<file path="src/cache_pkg.sv">
package cache_pkg;

    localparam int WORD_W     = 16;
    localparam int LINE_COUNT = 8;
    localparam int LINE_WORDS = 4;

    // Address split, top to bottom: tag, index, word offset
    localparam int OFFSET_W = $clog2(LINE_WORDS);
    localparam int INDEX_W  = $clog2(LINE_COUNT);
    localparam int TAG_W    = WORD_W - INDEX_W - OFFSET_W;

    typedef logic [WORD_W-1:0]   word_t;
    typedef logic [WORD_W-1:0]   addr_t;
    typedef logic [TAG_W-1:0]    tag_t;
    typedef logic [INDEX_W-1:0]  index_t;
    typedef logic [OFFSET_W-1:0] offset_t;

    // Tag and index together name one line in memory
    typedef logic [TAG_W+INDEX_W-1:0] line_addr_t;

endpackage

</file>
<file path="src/mem_pkg.sv">
package mem_pkg;

    import cache_pkg::*;

    // Word 0 of a line sits in the top bits
    localparam int LINE_W = LINE_WORDS * WORD_W;

    localparam int    MEM_LINES    = 64;
    localparam int    MEM_ADDR_W   = $clog2(MEM_LINES);
    localparam int    MEM_LATENCY  = 3;
    localparam int    LAT_W        = $clog2(MEM_LATENCY + 1);
    localparam word_t INIT_PATTERN = 16'h5a5a;

    typedef logic [LINE_W-1:0]     line_t;
    typedef logic [MEM_ADDR_W-1:0] mem_addr_t;
    typedef logic [LAT_W-1:0]      lat_cnt_t;

endpackage

</file>
<file path="src/icache.sv">
`timescale 1ns/10ps

module icache (
    input  logic                  Clk,
    input  logic                  i_arst_n,
    input  logic                  i_read,
    input  cache_pkg::addr_t      i_addr,
    output cache_pkg::word_t      o_data,
    output logic                  o_done,
    output logic                  o_mem_read,
    output cache_pkg::line_addr_t o_mem_line_addr,
    input  logic                  i_mem_busy,
    input  mem_pkg::line_t        i_mem_line
);

    import cache_pkg::*;
    import mem_pkg::*;

    tag_t                  tag_q  [LINE_COUNT];
    logic [LINE_COUNT-1:0] valid_q;
    word_t                 data_q [LINE_COUNT][LINE_WORDS];

    tag_t    addr_tag;
    index_t  addr_index;
    offset_t addr_offset;
    logic    hit;
    logic    fill;

    assign {addr_tag, addr_index, addr_offset} = i_addr;

    assign hit             = valid_q[addr_index] && (tag_q[addr_index] == addr_tag);
    assign o_mem_read      = i_read && !hit;
    assign o_mem_line_addr = {addr_tag, addr_index};

    // Line from memory is good at the edge where busy has dropped
    assign fill = o_mem_read && !i_mem_busy;

    always_ff @(posedge Clk or negedge i_arst_n) begin
        if (!i_arst_n) begin
            valid_q <= '0;
            o_done  <= 1'b0;
        end else begin
            if (fill) begin
                valid_q[addr_index] <= 1'b1;
            end
            // One pulse per held request
            o_done <= i_read && hit && !o_done;
        end
    end

    always_ff @(posedge Clk) begin
        if (fill) begin
            tag_q[addr_index] <= addr_tag;
            for (int w = 0; w < LINE_WORDS; w++) begin
                data_q[addr_index][w] <= i_mem_line[LINE_W-1-w*WORD_W -: WORD_W];
            end
        end
        if (i_read && hit) begin
            o_data <= data_q[addr_index][addr_offset];
        end
    end

    // ************************************************************************
    // Checks
    // ************************************************************************

    assert property (@(posedge Clk) disable iff (!i_arst_n) o_done |-> $past(i_read))
        else $error("icache: done pulse without a held fetch");

endmodule

</file>
<file path="config.mk">
export PLATFORM = sky130hd
export DESIGN_NAME = icache
export DESIGN_NICKNAME = d
export VERILOG_FILES = /design/src/cache_pkg.sv /design/src/mem_pkg.sv /design/src/icache.sv
export SDC_FILE = /design/constraint.sdc
export NUM_CORES = 1
export LEC_CHECK = 0
export BUFFER_PORTS_ARGS = -buffer_cell sky130_fd_sc_hd__buf_2
export CAP_MARGIN = 10
export CELL_PAD_IN_SITES_DETAIL_PLACEMENT = 2
export CELL_PAD_IN_SITES_GLOBAL_PLACEMENT = 2
export CORE_MARGIN = 3
export CORE_UTILIZATION = 25
export CTS_CLUSTER_SIZE = 8
export DETAILED_ROUTE_END_ITERATION = 8
export GPL_TIMING_DRIVEN = 0
export PLACE_DENSITY = 0.5
export SLEW_MARGIN = 0
export SYNTH_ARGS = -nofsm -noshare
export SYNTH_HDL_FRONTEND = slang
export SYNTH_SLANG_ARGS = --single-unit
</file>
<file path="constraint.sdc">
create_clock -name Clk -period 35.9 [get_ports Clk]
set_clock_uncertainty 0.15 [all_clocks]
set_input_delay 5.385 -clock Clk [delete_from_list [all_inputs] [get_ports Clk]]
set_output_delay 5.385 -clock Clk [all_outputs]
set_load 0.01 [all_outputs]
</file>
* Word-level counts from Yosys, hierarchy flattened *
Memory sizes are Yosys's and may differ from the RTL's.
Cells that the tools add are included.

storage, ports and cells
  output and inout bits = 32
  word-level logic and storage cells = 29
  memories = 2
  register bits after elaboration = 25
  bits in latches = 0
  ROM bits = 0
  input bits = 84
  RAM bits = 600

operators by class
  shifts and indexed selects = 0
  equal/unequal tests = 1
  mux-type cells = 9
  multipliers = 0
  reduce and logical (&&, ||, !) cells = 9
  $lt $le $gt $ge = 3
  divide/modulo/power cells = 0
  bitwise operators = 2
  add/subtract/negate cells = 0

memory list
  name    words  width  read ports  clocked after Yosys merged registers in  wr ports  line          RTL
  data_q  8      64     1           0                                        1         icache.sv:21  word_t data_q [LINE_COUNT][LINE_WORDS];
  tag_q   8      11     1           0                                        1         icache.sv:19  tag_t tag_q [LINE_COUNT];

operators with widths
  kind                                                               number
  binary-select mux 16 bit (select 2 bit)                            1
  2-to-1 mux 16 bit                                                  2
  == test 11 bit                                                     1
  OR 8 bit                                                           1
  logical AND 1 bit                                                  6
  < comparator 3 x 4 -> 1 bit, second input constant                 1
  2-to-1 mux 1 bit                                                   4
  binary-select mux 1 bit (select 3 bit)                             1
  demux 1 bit (select 3 bit)                                         1
  greater-or-equal comparator 3 x 1 -> 1 bit, second input constant  1
  greater-or-equal comparator 3 bit, second input constant           1
  zero test 1 bit                                                    3
  NOT 2 -> 3 bit                                                     1

* Depth between registers and ports, before layout *
  word-level depth = 8
  depth in mapped cells = 12
  gate-level depth less buffers = 6

* Least setup slack after synthesis *
Ideal clock, no wire load.

  path type = input to register
  start point = input port i_addr[2]
  end point = memory data_q[3][0] in the netlist's numbering, enable pin
  cell stages on the path = 8
  setup slack = 16.635 ns
  arrival = 18.207 ns
  path buffers = 2
  cells stage by stage = buf_6 buf_12 mux4_1 mux2i_1 xor2_1 nand3_1 nor4_2 a2111oi_0

on the way
  word-level cells in the longest chain between the ends = 8
  elaborated cells between the ends (all ways) = 10
  those cells by class = eq/ne: 1; mux: 4; reduce/logical: 4; memory: 1

ends and longest elaborated chain
  item                                                                                line          RTL
  from (decl)                                                                         icache.sv:7   input cache_pkg::addr_t i_addr,
  memory read (8 x 11 bit) or binary-select mux 1 bit (select 3 bit) (tied branches)  -
  == test 11 bit or 2-to-1 mux 1 bit (tied branches)                                  icache.sv:31  assign hit = valid_q[addr_index] && (tag_q[addr_index] == addr_tag);
  logical AND 1 bit                                                                   icache.sv:31
  zero test 1 bit                                                                     icache.sv:32  assign o_mem_read = i_read && !hit;
  logical AND 1 bit                                                                   icache.sv:32
  logical AND 1 bit                                                                   icache.sv:36  assign fill = o_mem_read && !i_mem_busy;
  2-to-1 mux 1 bit                                                                    icache.sv:52  if (fill) begin
  2-to-1 mux 1 bit (implied by the code)                                              icache.sv:55  data_q[addr_index][w] <= i_mem_line[LINE_W-1-w*WORD_W -: WORD_W];
  to (decl)                                                                           icache.sv:21

Parallel ways exist; a longest one is shown, timed or not. The select of a mux whose other input is x is not followed.

* Worst setup path in the final report *
  start point = input port i_addr[3]
  end point = output port o_mem_read

on the way
  word-level cells in the longest chain between the ends = 5
  elaborated cells between the ends (all ways) = 7
  those cells by class = eq/ne: 1; mux: 2; reduce/logical: 3; memory: 1

ends and longest elaborated chain
  item                                                                                line          RTL
  memory read (8 x 11 bit) or binary-select mux 1 bit (select 3 bit) (tied branches)  -
  == test 11 bit or 2-to-1 mux 1 bit (tied branches)                                  icache.sv:31
  logical AND 1 bit *                                                                 icache.sv:31
  zero test 1 bit *                                                                   icache.sv:32
  logical AND 1 bit *                                                                 icache.sv:32
  to (decl)                                                                           icache.sv:10  output logic o_mem_read,

Every way passes the cells marked *; elsewhere a longest branch is shown, timed or not. The select of a mux whose other input is x is not followed.

==> metrics.yaml <==
status: "finished clean"
fillers: 9421
cts_sinks: 625
hp-class: "reg2reg"
synth_compound_area_frac: 0.0844
clk_pin_slew_ps: 50
grt_first_pass_wirelength_mm: 124
io_pins: 116
path_class: "in2out"
hold_viol: 0
cp_max_fo: 10
ant_nets: 0
wl_per_cell_um: 30.4
die_h_um: 315
synthMuxAreaShare: 0.0635
antenna_found_initial: 22
yosysWarnings: 0
area_delta_synth_final_pct: 23.9
cp-end-kind: "output port"
max_freq_ghz: 0.0726
drtIter0Drc: 1197
maxSlewViolCount: 0
first_pass_iters: 8
cts_hold_buf: 0
synth_top_family_by_area: "compound AO/OA/AOI/OAI gates"
rsz0062_at_grt: "false"
viasPerCell: 4.83
h-tree-depth: 3
setup_viol: 0
synth_top_area_share: 0.774
fp.dieArea_sq_um: 99300
drive_gt1_frac: 0.245
yosys.area_share.adder: 0
peakVddDrop_mv: 0.0274
mostFrequentLayoutCells: "edfxtp_1, buf_2, a22oi_1"
cts_tree: "yes"
cts_resized: 0
setup_tns_ps: 0
yosysUniqueCellTypes: 49
num_rows: 112
cts_setup_buffers: 0
clk_path_buf_depth: 3
finalCriticalPeriod_ps: 13770
numCtsBuffers: 88
synth-seq-cells: 625
cts_root_buf: "clkbuf_16"
r2r_end: "data_q[2][60]"
die_x_um: 315
r2r_start: "tag_q[5][7]"
yosysSeqAreaShare: 0.784
syn-num-nets: 1432
initial_core_util: 0.254
wl_mm: 88.6
crit_path_start: "i_addr[3]"
multi_input_area_sq_um: 4740
io_buffers: 113
post-route-drc-count: 0
synthXorXnorAreaFrac: 0.00403
mostFrequentLayoutCell: "edfxtp_1"
tightestPinTransition_ps: 1300
crit_end: "o_mem_read"
fin_crit_sh: 0.383
synth.largest_area_cell: "edfxtp_1"
overflow: 0
grt_pass1_vias: 15262
arrival_ps: 8230
place_hpwl_mm: 60.1
required_ps: 30360
ys_top_cells_by_area: "edfxtp_1, a22oi_1, mux2i_1"
fin_util: 0.315
relSlewSlack: 0.132
regArea_sq_um: 18700
grtUsageTotal: 0.179
syn_area_per_cell_sq_um: 17.7
p_leak_nw: 9.72
final_nets: 1709
grt_max_degree: 17
coreArea_sq_um: 94000
synth_area_sq_um: 23900
synthSimpleGateAreaFrac: 0.0423
max_cap_viol_count: 0
rrSetupSlack_ps: 31940
clock_latency_ps: 630
vias: 14042
rr_worst_depth: 12
p_per_area_nw_per_um2: 56.5
worstSetupStartpointType: "input port"
gp_congestion: 0.741
synthCells: 1348
==> synth_stat cells, drive strengths merged <==
master and instances:
edfxtp 616, a22oi 92, nand2 86, buf 67, a21oi 53, mux2i 48, nor2 43, clkbuf 36
mux2 36, nand4 33, a22o 31, mux4 27, o21ai 25, nand3 23, a221oi 16, o211ai 11
xor2 11, a211oi 9, a21o 9, dfrtp 9, o31ai 9, nor2b 8, o2bb2ai 6, a222oi 5
and2 4, and3 3, and3b 3, nand2b 3, nor3 3, o221ai 3, o22ai 3, a221o 2
a311oi 2, a31o 2, inv 2, a2111oi 1, a21boi 1, a41o 1, and4 1, and4b 1
nor3b 1, nor4 1, o2111ai 1, or3 1
==> state kept, by name (all words and copies together) (netlist names) <==
name,flops
valid_q,8
tag_q,88
data_q,512
o_data,16
o_done,1
==> where the power goes <==
part	switching, mW	leakage [nW]	internal (mW)
Clock	0.301	1.15	0.445
Sequential	0.00429	5.66	0.819
Combinational	0.0707	2.90	0.0326
==> layout make-up <==
cell class | instances | share of cell area
clock buffers | 108 | 0.0784
multi-input cells | 618 | 0.160
clock inverters | 5 | 0.00148
plain buffers | 103 | 0.0176
inverters | 2 | 0.000254
diodes | 8 | 0.000676
repair buffers | 187 | 0.0560
well taps | 1254 | 0.0530
flip-flops and latches | 625 | 0.632
==> critical path, stage by stage <==
cell and delay, ps:
buf_2 140, buf_2 230, buf_2 240, nor2_2 670, a221oi_1 240, xor2_1 210, nor3_1 340, buf_2 440
a21boi_0 150, buf_2 170
==> layer usage <==
layer,up-vias,part of all wire,global-route usage
li1,5977,-,-
met1,7533,0.43,0.237
met2,393,0.48,0.294
met3,129,0.062,0.0398
met4,10,0.028,0.0548
met5,-,0.00079,0
==> through the flow <==
stage / power (mW) / setup WS [ps] / cell area (sq um) / hold slack, ps / std cells
4_1_cts: 1.69 / 21980 / 29600 / 308 / 2901
5_1_grt: 1.73 / 21920 / 29600 / 326 / 2902
6_report: 1.67 / 22130 / 29600 / 306 / 2910
2_1_floorplan: 0.884 / 16630 / 23900 / 270 / 1348
3_5_place_dp: 0.943 / 21980 / 27200 / 291 / 2788
3_3_place_gp: 0.939 / -2110 / 26000 / 281 / 2715
==> cell families after synthesis <==
| kind of cell | count (synthesis) |
|---|---|
| xor+xnor | 11 |
| mux | 111 |
| flops | 625 |
| compound gates | 282 |
| buf+inv | 105 |
| simple gates | 214 |
==> worst min path at each step <==
| stage | start | end | slack, ps | depth (start not counted) |
|---|---|---|---|---|
| final | valid_q[3] | valid_q[3] | 310 | 1 |
| after global placement | valid_q[4] | valid_q[4] | 280 | 1 |
| after floorplan | valid_q[5] | valid_q[5] | 270 | 1 |
| after CTS | valid_q[7] | valid_q[7] | 310 | 1 |
| after detailed placement | valid_q[7] | valid_q[7] | 290 | 1 |
| after global routing | valid_q[1] | valid_q[1] | 330 | 1 |
No activity file was read; power rests on OpenSTA's default activity.
