[src/cache_pkg.sv]
package cache_pkg;

    localparam int WORD_W     = 16;
    localparam int LINE_COUNT = 8;
    localparam int LINE_WORDS = 4;

    // Address split, top to bottom: tag, index, word offset
    localparam int OFFSET_W = $clog2(LINE_WORDS);
    localparam int INDEX_W  = $clog2(LINE_COUNT);
    localparam int TAG_W    = WORD_W - INDEX_W - OFFSET_W;

    typedef logic [WORD_W-1:0]   word_t;
    typedef logic [WORD_W-1:0]   addr_t;
    typedef logic [TAG_W-1:0]    tag_t;
    typedef logic [INDEX_W-1:0]  index_t;
    typedef logic [OFFSET_W-1:0] offset_t;

    // Tag and index together name one line in memory
    typedef logic [TAG_W+INDEX_W-1:0] line_addr_t;

endpackage

[src/mem_pkg.sv]
package mem_pkg;

    import cache_pkg::*;

    // Word 0 of a line sits in the top bits
    localparam int LINE_W = LINE_WORDS * WORD_W;

    localparam int    MEM_LINES    = 64;
    localparam int    MEM_ADDR_W   = $clog2(MEM_LINES);
    localparam int    MEM_LATENCY  = 3;
    localparam int    LAT_W        = $clog2(MEM_LATENCY + 1);
    localparam word_t INIT_PATTERN = 16'h5a5a;

    typedef logic [LINE_W-1:0]     line_t;
    typedef logic [MEM_ADDR_W-1:0] mem_addr_t;
    typedef logic [LAT_W-1:0]      lat_cnt_t;

endpackage

[src/dcache.sv]
`timescale 1ns/10ps

module dcache (
    input  logic                  Clk,
    input  logic                  i_arst_n,
    input  logic                  i_read,
    input  logic                  i_write,
    input  cache_pkg::addr_t      i_addr,
    input  cache_pkg::word_t      i_wdata,
    output cache_pkg::word_t      o_rdata,
    output logic                  o_done,
    output logic                  o_mem_read,
    output logic                  o_mem_write,
    output cache_pkg::line_addr_t o_mem_line_addr,
    output mem_pkg::line_t        o_mem_wline,
    input  logic                  i_mem_busy,
    input  mem_pkg::line_t        i_mem_rline
);

    import cache_pkg::*;
    import mem_pkg::*;

    tag_t                  tag_q  [LINE_COUNT];
    logic [LINE_COUNT-1:0] valid_q;
    logic [LINE_COUNT-1:0] dirty_q;
    word_t                 data_q [LINE_COUNT][LINE_WORDS];

    tag_t    addr_tag;
    index_t  addr_index;
    offset_t addr_offset;
    logic    req;
    logic    hit;
    logic    victim_dirty;
    logic    fill;
    logic    evict_done;
    logic    serve;

    assign {addr_tag, addr_index, addr_offset} = i_addr;

    assign req          = i_read || i_write;
    assign hit          = valid_q[addr_index] && (tag_q[addr_index] == addr_tag);
    assign victim_dirty = valid_q[addr_index] && dirty_q[addr_index];

    // A dirty victim goes back to memory before the refill starts
    assign o_mem_write = req && !hit && victim_dirty;
    assign o_mem_read  = req && !hit && !victim_dirty;

    assign o_mem_line_addr = o_mem_write ? {tag_q[addr_index], addr_index}
                                         : {addr_tag, addr_index};

    always_comb begin
        for (int w = 0; w < LINE_WORDS; w++) begin
            o_mem_wline[LINE_W-1-w*WORD_W -: WORD_W] = data_q[addr_index][w];
        end
    end

    assign fill       = o_mem_read && !i_mem_busy;
    assign evict_done = o_mem_write && !i_mem_busy;
    assign serve      = req && hit && !o_done;

    // ************************************************************************
    // Line state
    // ************************************************************************

    always_ff @(posedge Clk or negedge i_arst_n) begin
        if (!i_arst_n) begin
            valid_q <= '0;
            dirty_q <= '0;
            o_done  <= 1'b0;
        end else begin
            if (evict_done) begin
                dirty_q[addr_index] <= 1'b0;
            end
            if (fill) begin
                valid_q[addr_index] <= 1'b1;
                dirty_q[addr_index] <= 1'b0;
            end
            if (serve && i_write) begin
                dirty_q[addr_index] <= 1'b1;
            end
            o_done <= serve;
        end
    end

    // Tags, words and read data
    always_ff @(posedge Clk) begin
        if (fill) begin
            tag_q[addr_index] <= addr_tag;
            for (int w = 0; w < LINE_WORDS; w++) begin
                data_q[addr_index][w] <= i_mem_rline[LINE_W-1-w*WORD_W -: WORD_W];
            end
        end
        if (serve && i_write) begin
            data_q[addr_index][addr_offset] <= i_wdata;
        end
        if (req && hit && i_read) begin
            o_rdata <= data_q[addr_index][addr_offset];
        end
    end

    // ************************************************************************
    // Checks
    // ************************************************************************

    assert property (@(posedge Clk) disable iff (!i_arst_n) !(o_mem_read && o_mem_write))
        else $error("dcache: memory read and write requested together");

    assert property (@(posedge Clk) disable iff (!i_arst_n) !(i_read && i_write))
        else $error("dcache: processor holds read and write together");

endmodule

[config.mk]
export PLATFORM = sky130hd
export DESIGN_NAME = dcache
export DESIGN_NICKNAME = d
export VERILOG_FILES = /design/src/cache_pkg.sv /design/src/mem_pkg.sv /design/src/dcache.sv
export SDC_FILE = /design/constraint.sdc
export NUM_CORES = 1
export LEC_CHECK = 0
export ABC_AREA = 0
export BUFFER_PORTS_ARGS = -buffer_cell sky130_fd_sc_hd__buf_2
export CAP_MARGIN = 15
export CORE_ASPECT_RATIO = 1.25
export CORE_UTILIZATION = 47
export DETAILED_ROUTE_END_ITERATION = 6
export SYNTH_ARGS = -nofsm -noshare
export SYNTH_HDL_FRONTEND = slang
export SYNTH_SLANG_ARGS = --single-unit
[constraint.sdc]
create_clock -name Clk -period 4.3 [get_ports Clk]
set_input_delay 0.215 -clock Clk [delete_from_list [all_inputs] [get_ports Clk]]
set_output_delay 0.215 -clock Clk [all_outputs]
set_load 0.03 [all_outputs]
After elaboration in Yosys (flattened, before gate mapping)

Memory sizes are Yosys's and may differ from the RTL's.
Index checks and enable logic that the tools add are counted.

Reductions and logical operators: 18
Div/mod/pow operators: 0
Bitwise gates (word level): 70
Muxes and demuxes: 83
$add $sub $neg: 0
Multipliers: 0
Magnitude comparators: 4
Shifts and indexed selects: 0
Equal/unequal tests: 1

Operators with widths:

| operator           | number |
|---|---|
| $mux 1             | 70 |
| $mux 64            | 1 |
| $or 1x1->1         | 64 |
| $mux 16            | 3 |
| $bmux 16 s2        | 1 |
| $demux 16 s2       | 1 |
| $mux 8             | 3 |
| $and 8x8->8        | 2 |
| $or 8x8->8         | 2 |
| $mux 14            | 1 |
| $logic_and 1x1->1  | 13 |
| $eq 11x11->1       | 1 |
| $not 8->8          | 1 |
| $bmux 1 s3         | 2 |
| $logic_not 1->1    | 4 |
| $lt 3x4->1 const B | 1 |
| $demux 1 s3        | 1 |
| $ge 3x1->1 const B | 1 |
| $ge 3x3->1 const B | 1 |
| $lt 3x1->1 const B | 1 |
| $not 2->3          | 1 |
| $logic_or 1x1->1   | 1 |

Flip-flop bits (word level): 33
Memory bits (writable): 600
Memories kept: 2
Bits in latches: 0
Bits in read-only memories: 0
Input port bits: 101
Output and inout port bits: 97

Memory list:

| memory | words | bits a word | rd ports | clocked after Yosys merged registers in | wr ports | RTL line     | source |
|---|---|---|---|---|---|---|---|
| data_q | 8     | 64          | 1        | 0                                       | 1        | dcache.sv:26 | `word_t data_q [LINE_COUNT][LINE_WORDS];` |
| tag_q  | 8     | 11          | 1        | 0                                       | 1        | dcache.sv:23 | `tag_t tag_q [LINE_COUNT];` |

Longest topological paths before layout

Gate-level depths: netlist (run 1).

Depth in word-level cells: 12
Mapped depth: 11
Depth with buffers taken out: 7

Worst setup path after synthesis (run 1)

OpenSTA, ideal clock, no wires.

Path kind: input to register
Start point: in i_addr[3]
End point: mem data_q[7][0] (netlist name), enable pin
Path buffers: 2
Data required time: 3.889 ns
Arrival: 3.480 ns
Setup slack: 0.409 ns
Library setup time: 0.411 ns
Cell stages on the path: 9
Path through: buf_4 mux4_2 mux2i_1 xnor2_1 nand3_1 nor4b_4 nand4_2 buf_2 o21ai_0

Cells in the longest elaborated chain, start to end: 10
Elaborated cells between the ends (all ways): 21
Those cells by class: 1 x eq/ne; 8 x mux; 1 x bitwise; 10 x reduce/logical; 1 x memory

RTL lines:

| element                                           | RTL line                   | source |
|---|---|---|
| from (decl)                                       | dcache.sv:8                | `input cache_pkg::addr_t i_addr,` |
| $mem_v2 8x11 / $bmux 1 s3 (equally long branches) | --                         |  |
| $eq 11x11->1 / $mux 1 (equally long branches)     | dcache.sv:41, dcache.sv:42 |  |
| $logic_and 1x1->1                                 | dcache.sv:41               | `assign hit = valid_q[addr_index] && (tag_q[addr_index] == addr_tag);` |
| $logic_not 1->1                                   | dcache.sv:46               | `assign o_mem_read = req && !hit && !victim_dirty;` |
| $logic_and 1x1->1 (2 in a row)                    | dcache.sv:46               |  |
| $logic_and 1x1->1                                 | dcache.sv:57               | `assign fill = o_mem_read && !i_mem_busy;` |
| $mux 1                                            | dcache.sv:87               | `if (fill) begin` |
| $mux 1 (not written as such)                      | dcache.sv:90               | `data_q[addr_index][w] <= i_mem_rline[LINE_W-1-w*WORD_W -: WORD_W];` |
| $or 1x1->1 (no line)                              | --                         |  |
| to (decl)                                         | dcache.sv:26               |  |

Several ways; a longest one is shown, not always the timed one. The select of a mux whose other input is x is not followed.

Final worst setup path (run 1)

Start point: mem tag_q[5][8] (netlist name)
End point: out o_mem_line_addr[12]

Cells in the longest elaborated chain, start to end: 7

RTL lines:

| element                        | RTL line     | source |
|---|---|---|
| from (decl)                    | dcache.sv:23 |  |
| $mem_v2 8x11                   | --           |  |
| $eq 11x11->1                   | dcache.sv:41 |  |
| $logic_and 1x1->1              | dcache.sv:41 |  |
| $logic_not 1->1                | dcache.sv:45 | `assign o_mem_write = req && !hit && victim_dirty;` |
| $logic_and 1x1->1 (2 in a row) | dcache.sv:45 |  |
| $mux 14                        | dcache.sv:48 | `assign o_mem_line_addr = o_mem_write ? {tag_q[addr_index], addr_index}` |
| to (decl)                      | dcache.sv:14 | `output cache_pkg::line_addr_t o_mem_line_addr,` |

No other way between the ends.

==> impl_metrics.csv, run 1 <==
group,metric,value,unit
clock_tree,clk_latency,0.62,ns
yosys,async_reset_ff_share,2.686,%
cells_and_area,regArea,18920,um2
sta,layout_min_cycle_time,4.158,ns
yosys,avgSynthCellArea,17.12,um2
place,port_buffers,197,
hold_path,hp-class,"in -> reg",
yosys,synthesis.nets,1591,
yosys,synth_edf_count,616,
cells_and_area,design_area,29740,um2
detailed_routing,antenna_left,0,
grt,grt_max_degree,44,
critical_path,crit_chain,"mux4_2 > mux2i_1 > xnor2_1 > nand3_1 > nor4b_4 > a311o_1 > buf_4 > mux2i_1 > buf_2",
power_and_ir_drop,leakage,10.18,nW
grt,grt_pass1_wl,110.4,mm
yosys,ys.flop_type,"edfxtp_1",
yosys,ys_seq_area_share,74.18,%
grt,antenna_found_initial,6,
critical_path,path_class,"reg -> out",
sta,period_share,96.70,%
yosys,yosysMostFrequentCell,"edfxtp_1",
clock_tree,clock_path_buffers,3,
power_and_ir_drop,powerDensity,454.8,nW/um2
yosys,synth_top_family_by_area,"multiplexers",
power_and_ir_drop,p_clk_share,38.9,%
yosys,synth_mux_area_share,10.71,%
cells_and_area,syn_to_final_growth,16.57,%
place,place_area,27620,um2
cells_and_area,num-fill-cells,4371,
yosys,synth_commonest_cells,"edfxtp_1 (616), mux2_2 (107), a22oi_1 (91), mux2i_1 (76), a21oi_1 (68)",
yosys,synth_xor_xnor_area_share,0.2060,%
detailed_routing,vias,15352,
yosys,yosysTopAreaCell,"edfxtp_1",
yosys,synth_area_leaders,"edfxtp_1 (73%), mux2_2 (4.7%), mux4_2 (3.0%)",
critical_path,critPathMaxStageDelay,0.73,ns
critical_path,critPathLaunchType,"flip-flop",
critical_path,worstPathArrival,3.94,ns
run_status,status,"complete, but fails checks",
grt,grt_pass1_vias,15044,
critical_path,critPathRequiredTime,4.09,ns
cells_and_area,drive_above_1_share,30.31,%
yosys,synth-seq-cells,633,
critical_path,end_kind,"output port",
critical_path,critical_path.top_delay_family,"multiplexers",
yosys,synthDistinctLibCells,50,
sta,setup_viol,0,
clock_tree,cts_made_buffers,59,
cells_and_area,multiInputGateArea,6235,um2
run_status,violations,"design-rule violations",
clock_tree,cts.clk_slew.worst_paths,0.07,ns
yosys,yosys_warnings,0,
grt,grt_usage,28.53,%
grt,gr-total-overflow,0,
sta,rsz0062_at_grt,"false",
detailed_routing,drt_iter0_markers,1586,
detailed_routing,routed_via_density,6.131,
detailed_routing,drt-total-wl,77.89,mm
sta,setup_tns,0,ns
sta,hold_viol,0,
yosys,synth-simple-area-share,3.649,%
clock_tree,cts_hold_buf,15,
yosys,syn_inst,1490,
die,fp.dieH,262.5,um
clock_tree,htreeDepth,2,
power_and_ir_drop,seqPwrFrac,51.7,%
sta,max_clock_freq,0.2405,GHz
power_and_ir_drop,power_switching,3.188,mW
clock_tree,cts-root-buf,"clkbuf_16",
die,start_util,47.48,%
flow_run,drv_cap,0,
cells_and_area,final_util,55.35,%
cells_and_area,fin_cells,2504,
detailed_routing,drt-pass1-iter-count,7,
power_and_ir_drop,p_sw_share,23.58,%
clock_tree,clock_sinks,633,
place,place_inst,2375,
yosys,netlist_area,25510,um2
place,dp_hpwl,52.83,mm
sta,relSlewSlack,18.61,%
power_and_ir_drop,p_int,10.34,mW
clock_tree,cts_tree,"done",
sta,clock_skew,0.02150,ns
die,dieArea,55220,um2
die,pin_count,198,
die,die_w,210.4,um
detailed_routing,drc,4,
yosys,synth_compound_area_share,9.295,%
critical_path,critPathSlowestCell,"nor4b_4",
clock_tree,cts_resized,0,
die,fp-row-count,95,
place,place_congestion,0.8680,
detailed_routing,detail_route.wl_per_cell,31.11,um
power_and_ir_drop,peakVddDrop,0.0003409,V
critical_path,worst-path-buf-inv,2,
yosys,synthAdderAreaFrac,0,%
cells_and_area,nets,1827,
clock_tree,cts_setup_buffers,0,
die,core_area,53730,um2
power_and_ir_drop,pwr-share-comb,9.4,%
yosys,synth.top_cell.area_share,72.51,%
critical_path,crit_fanout,12,
sta,drv_slew,0,
sta,worst_pin_slew,1.221,ns
critical_path,cp_common_cell,"mux2i_1",
sequential cells by signal, summed over array words and instances (netlist names):
name	flops
valid_q	8
o_rdata	16
dirty_q	8
tag_q	88
data_q	512
o_done	1
path summary, 6_finish.rpt:
kind | startpoint | endpoint | slack (ns) | depth (start not counted)
hold / removal | i_mem_rline[26] | data_q[7][26] | 0.03 | 2
setup reg to reg | tag_q[5][8] | data_q[3][2] | 0.30 | 8
min in group asynchronous | i_arst_n | dirty_q[6] | 0.06 | 2
max in group asynchronous | i_arst_n | dirty_q[1] | 3.93 | 2
hold reg to reg | valid_q[5] | valid_q[5] | 0.48 | 1
setup / recovery | tag_q[5][8] | o_mem_line_addr[12] | 0.14 | 9
placed cells by master, fill, tap and decap left out, types with 8 or more instances in the layout:
master and instances:
a22o_1 39, a221oi_1 20, a21oi_2 28, dfrtp_1 17
buf_2 194, clkinv_1 8, a222oi_1 15, a22oi_1 91
nand2_1 62, a21oi_1 40, a221o_1 14, clkbuf_1 14
nor2_1 50, o21ai_0 49, buf_4 54, nand3_1 17
inv_1 13, and3_1 10, dlygate4sd3_1 15, nand2b_1 8
mux4_2 34, clkbuf_16 61, clkinv_2 13, mux2i_1 76
edfxtp_1 616, mux2_2 107
power groups by stage:
stage	Clock, mW	Combinational, mW	Sequential (mW)
after floorplan	0	0.695	7.11
after global routing	5.52	1.33	7.01
after global placement	0	1.24	7.12
final	5.26	1.27	6.99
after CTS	5.29	1.27	7.00
after detailed placement	0	1.25	7.13
area by class of cell:
cell class | count | share of cell area [%]
clock buffers | 78 | 5.449
well taps | 727 | 3.059
flip-flops and latches | 633 | 63.63
clock inverters | 32 | 1.060
diodes | 2 | 0.01683
multi-input cells | 745 | 20.97
inverters | 13 | 0.1641
repair buffers | 274 | 5.651
cell families after synthesis:
group / after synthesis
flops: 633
compound gates: 331
mux: 217
simple gates: 191
buf+inv: 112
xor+xnor: 6
worst register-to-register path, delay by kind of cell, from the launching register on:
family                 cells  cell delay [ns]
AO/OA/AOI/OAI              1             0.96
XOR/XNOR                   1             0.16
buffers and inverters      1             0.31
flip-flops                 1             0.37
multiplexers               2             0.70
AND/OR/NAND/NOR            3             1.08
metal layers:
| layer | share of wire [%] | global-route usage (%) | wire length, um |
|---|---|---|---|
| met1 | 40 | 38.75 | 30850 |
| met2 | 48 | 45.53 | 37420 |
| met3 | 8.1 | 5.294 | 6331 |
| met4 | 4.2 | 11.56 | 3279 |
| met5 | 0.012 | 0 | 9 |
stage by stage:
step / power (mW) / setup WS [ns] / hold WS, ns
floorplan: 7.806 / 0.4093 / -0.08059
global placement: 8.362 / 0.05772 / 0.1719
detailed placement: 8.378 / -0.01662 / 0.1736
CTS: 13.56 / 0.1598 / 0.002744
global route: 13.85 / 0.01663 / 0.02818
finish: 13.52 / 0.1419 / 0.02512
Power figures use the tool's default switching activity.
==> run 2, diff against run 1 <==
==> constraint.sdc (replaced) <==
create_clock -name Clk -period 4.3 [get_ports Clk]
set_input_delay 0.215 -clock Clk [delete_from_list [all_inputs] [get_ports Clk]]
set_output_delay 0.215 -clock Clk [all_outputs]
set_load 0.1 [all_outputs]
==> run 2 against run 1 <==
Against the previous run: the flow now finishes without violations; setup slack improved by 0.21 ns; design area increased by 1.7%; global-route usage decreased by 0.40 points; core utilization increased by 0.94 points; non-clock buffer count increased by 14; clock-buffer cell count increased by 2; register-to-register slack improved by 0.27 ns; sequential power about the same; power increased by 4.7%; via count about the same; flip-flop and latch count unchanged; critical endpoint unchanged.
==> impl_metrics.csv, run 2 (synthesis gave the netlist of run 1 again) <==
group,metric,value,unit
clock_tree,cts_hold_buf,26,
critical_path,end_kind,"output port",
die,die_w,210.4,um
power_and_ir_drop,peakVddDrop,0.0004219,V
detailed_routing,routed_via_density,6.087,
sta,relSlewSlack,17.94,%
grt,grt_usage,28.13,%
die,pin_count,198,
cells_and_area,fin_cells,2523,
cells_and_area,reg_top3,"data_q x512, tag_q x88, o_rdata x16",
detailed_routing,detail_route.wl_per_cell,30.51,um
cells_and_area,top_register,"data_q",
grt,grt_max_degree,51,
cells_and_area,largest_reg_flops,512,
clock_tree,clock_path_buffers,3,
cells_and_area,num-fill-cells,4223,
run_status,status,"completed",
cells_and_area,design_area,30240,um2
power_and_ir_drop,powerDensity,468.3,nW/um2
sta,worst_pin_slew,1.231,ns
clock_tree,clk_latency,0.64,ns
cells_and_area,syn_to_final_growth,18.56,%
cells_and_area,layout_common_cells,"edfxtp_1 (616), buf_2 (177), mux2_2 (107)",
place,place_congestion,0.8752,
die,fp.dieH,262.5,um
clock_tree,cts.clk_slew.worst_paths,0.07,ns
clock_tree,clock_sinks,633,
clock_tree,cts-root-buf,"clkbuf_16",
die,fp-row-count,95,
grt,busiest_layer,"met2",
grt,grt_pass1_wl,109.2,mm
critical_path,crit_fanout,12,
cells_and_area,layout_commonest_cell,"edfxtp_1",
critical_path,startpoint,"tag_q[6][8]",
clock_tree,htreeDepth,2,
sta,setup_tns,0,ns
clock_tree,cts_resized,0,
grt,grt_util_met1,37.89,%
sta,period_share,91.73,%
place,place_area,27870,um2
flow_run,drv_cap,0,
critical_path,r2r_end,"data_q[2][23]",
grt,gr-total-overflow,0,
sta,rsz0062_at_grt,"false",
die,dieArea,55220,um2
clock_tree,cts_made_buffers,60,
hold_path,min_from,"i_mem_rline[50]",
power_and_ir_drop,leakage,10.38,nW
place,place_inst,2376,
power_and_ir_drop,power,14.16,mW
place,port_buffers,197,
grt,use_met3,6.776,%
detailed_routing,drt_iter0_markers,1675,
sta,max_clock_freq,0.2535,GHz
hold_path,hp-class,"in -> reg",
detailed_routing,antenna_left,0,
critical_path,reg2reg_slack,0.57,ns
cells_and_area,drive_above_1_share,30.64,%
sta,layout_min_cycle_time,3.944,ns
detailed_routing,vias,15358,
die,core_area,53730,um2
critical_path,critPathLaunchType,"flip-flop",
cells_and_area,multiInputGateArea,6235,um2
grt,grt_pass1_vias,15177,
place,dp_hpwl,51.60,mm
sta,clock_skew,0.03177,ns
sta,setup_viol,0,
cells_and_area,regArea,18920,um2
detailed_routing,drt-pass1-iter-count,7,
grt,antenna_found_initial,9,
critical_path,r2r_cells,9,
cells_and_area,nets,1842,
sta,hold_viol,0,
critical_path,critPathRequiredTime,4.09,ns
hold_path,hold_depth,2,
detailed_routing,drc,0,
clock_tree,cts_setup_buffers,0,
critical_path,critical_path.endpoint,"o_mem_line_addr[12]",
grt,use_met2,43.94,%
clock_tree,cts_tree,"done",
critical_path,path_class,"reg -> out",
detailed_routing,drt-total-wl,76.99,mm
critical_path,worstPathArrival,3.73,ns
die,start_util,47.48,%
sta,drv_slew,0,
critical_path,reg2reg_from,"tag_q[6][8]",
## run 2: changes by cell type in the layout (fill, tap and decap cells not counted), moves of 3 or more
| cell | previous run | this run |
|---|---|---|
| buf_2 | 194 | 177 |
| buf_12 | 3 | 19 |
| o21ai_0 | 49 | 35 |
| o21ai_1 | 1 | 15 |
| dlygate4sd3_1 | 15 | 26 |
| clkbuf_8 | 3 | 11 |
| clkbuf_1 | 14 | 9 |
| buf_4 | 54 | 57 |
| clkinv_2 | 13 | 10 |
| inv_6 | 0 | 3 |
## run 2: power by group
part	leakage, nW	switching (mW)	total, mW	internal [mW]
Combinational	3.60	1.29	1.71	0.422
Sequential	5.78	0.0422	6.99	6.95
Clock	1.00	2.28	5.46	3.17
Total	10.4	3.61	14.2	10.5
## run 2: stage by stage
step / util, % / setup WS [ns] / hold slack (ns)
after global routing: 56.28 / 0.1948 / 0.01206
final: 56.29 / 0.3556 / 0.01817
after detailed placement: 51.87 / 0.1640 / 0.1804
after global placement: 51.78 / 0.2234 / 0.1746
after floorplan: - / -0.1455 / -0.08059
after CTS: 56.17 / 0.3624 / 0.001017
## run 2: worst min path at each step
stage / end
after floorplan: dirty_q[0]
after detailed placement: o_done
after global routing: data_q[4][20]
after CTS: data_q[1][51]
after global placement: o_done
final: data_q[4][50]
## run 2: critical path, stage by stage (launching register included)
cell	delay, ns
edfxtp_1	0.37
mux4_2	0.47
mux2i_1	0.23
xnor2_1	0.16
nand3_1	0.20
nor4b_4	0.33
buf_4	0.21
a311o_1	0.17
buf_4	0.25
mux2i_1	0.49
buf_12	0.24
## run 2: final cells by class
type / instances / share of cell area (%)
diodes: 4 / 0.03310
clock buffers: 80 / 5.577
clock inverters: 33 / 1.200
inverters: 13 / 0.1614
multi-input cells: 745 / 20.62
flip-flops and latches: 633 / 62.57
well taps: 727 / 3.008
repair buffers: 288 / 6.835
## run 2: per-layer routing
metal  wire (um)  vias up
li1            -     6538
met4        3357        2
met3        7932      140
met5          19        -
met2       36070      809
met1       29600     7869
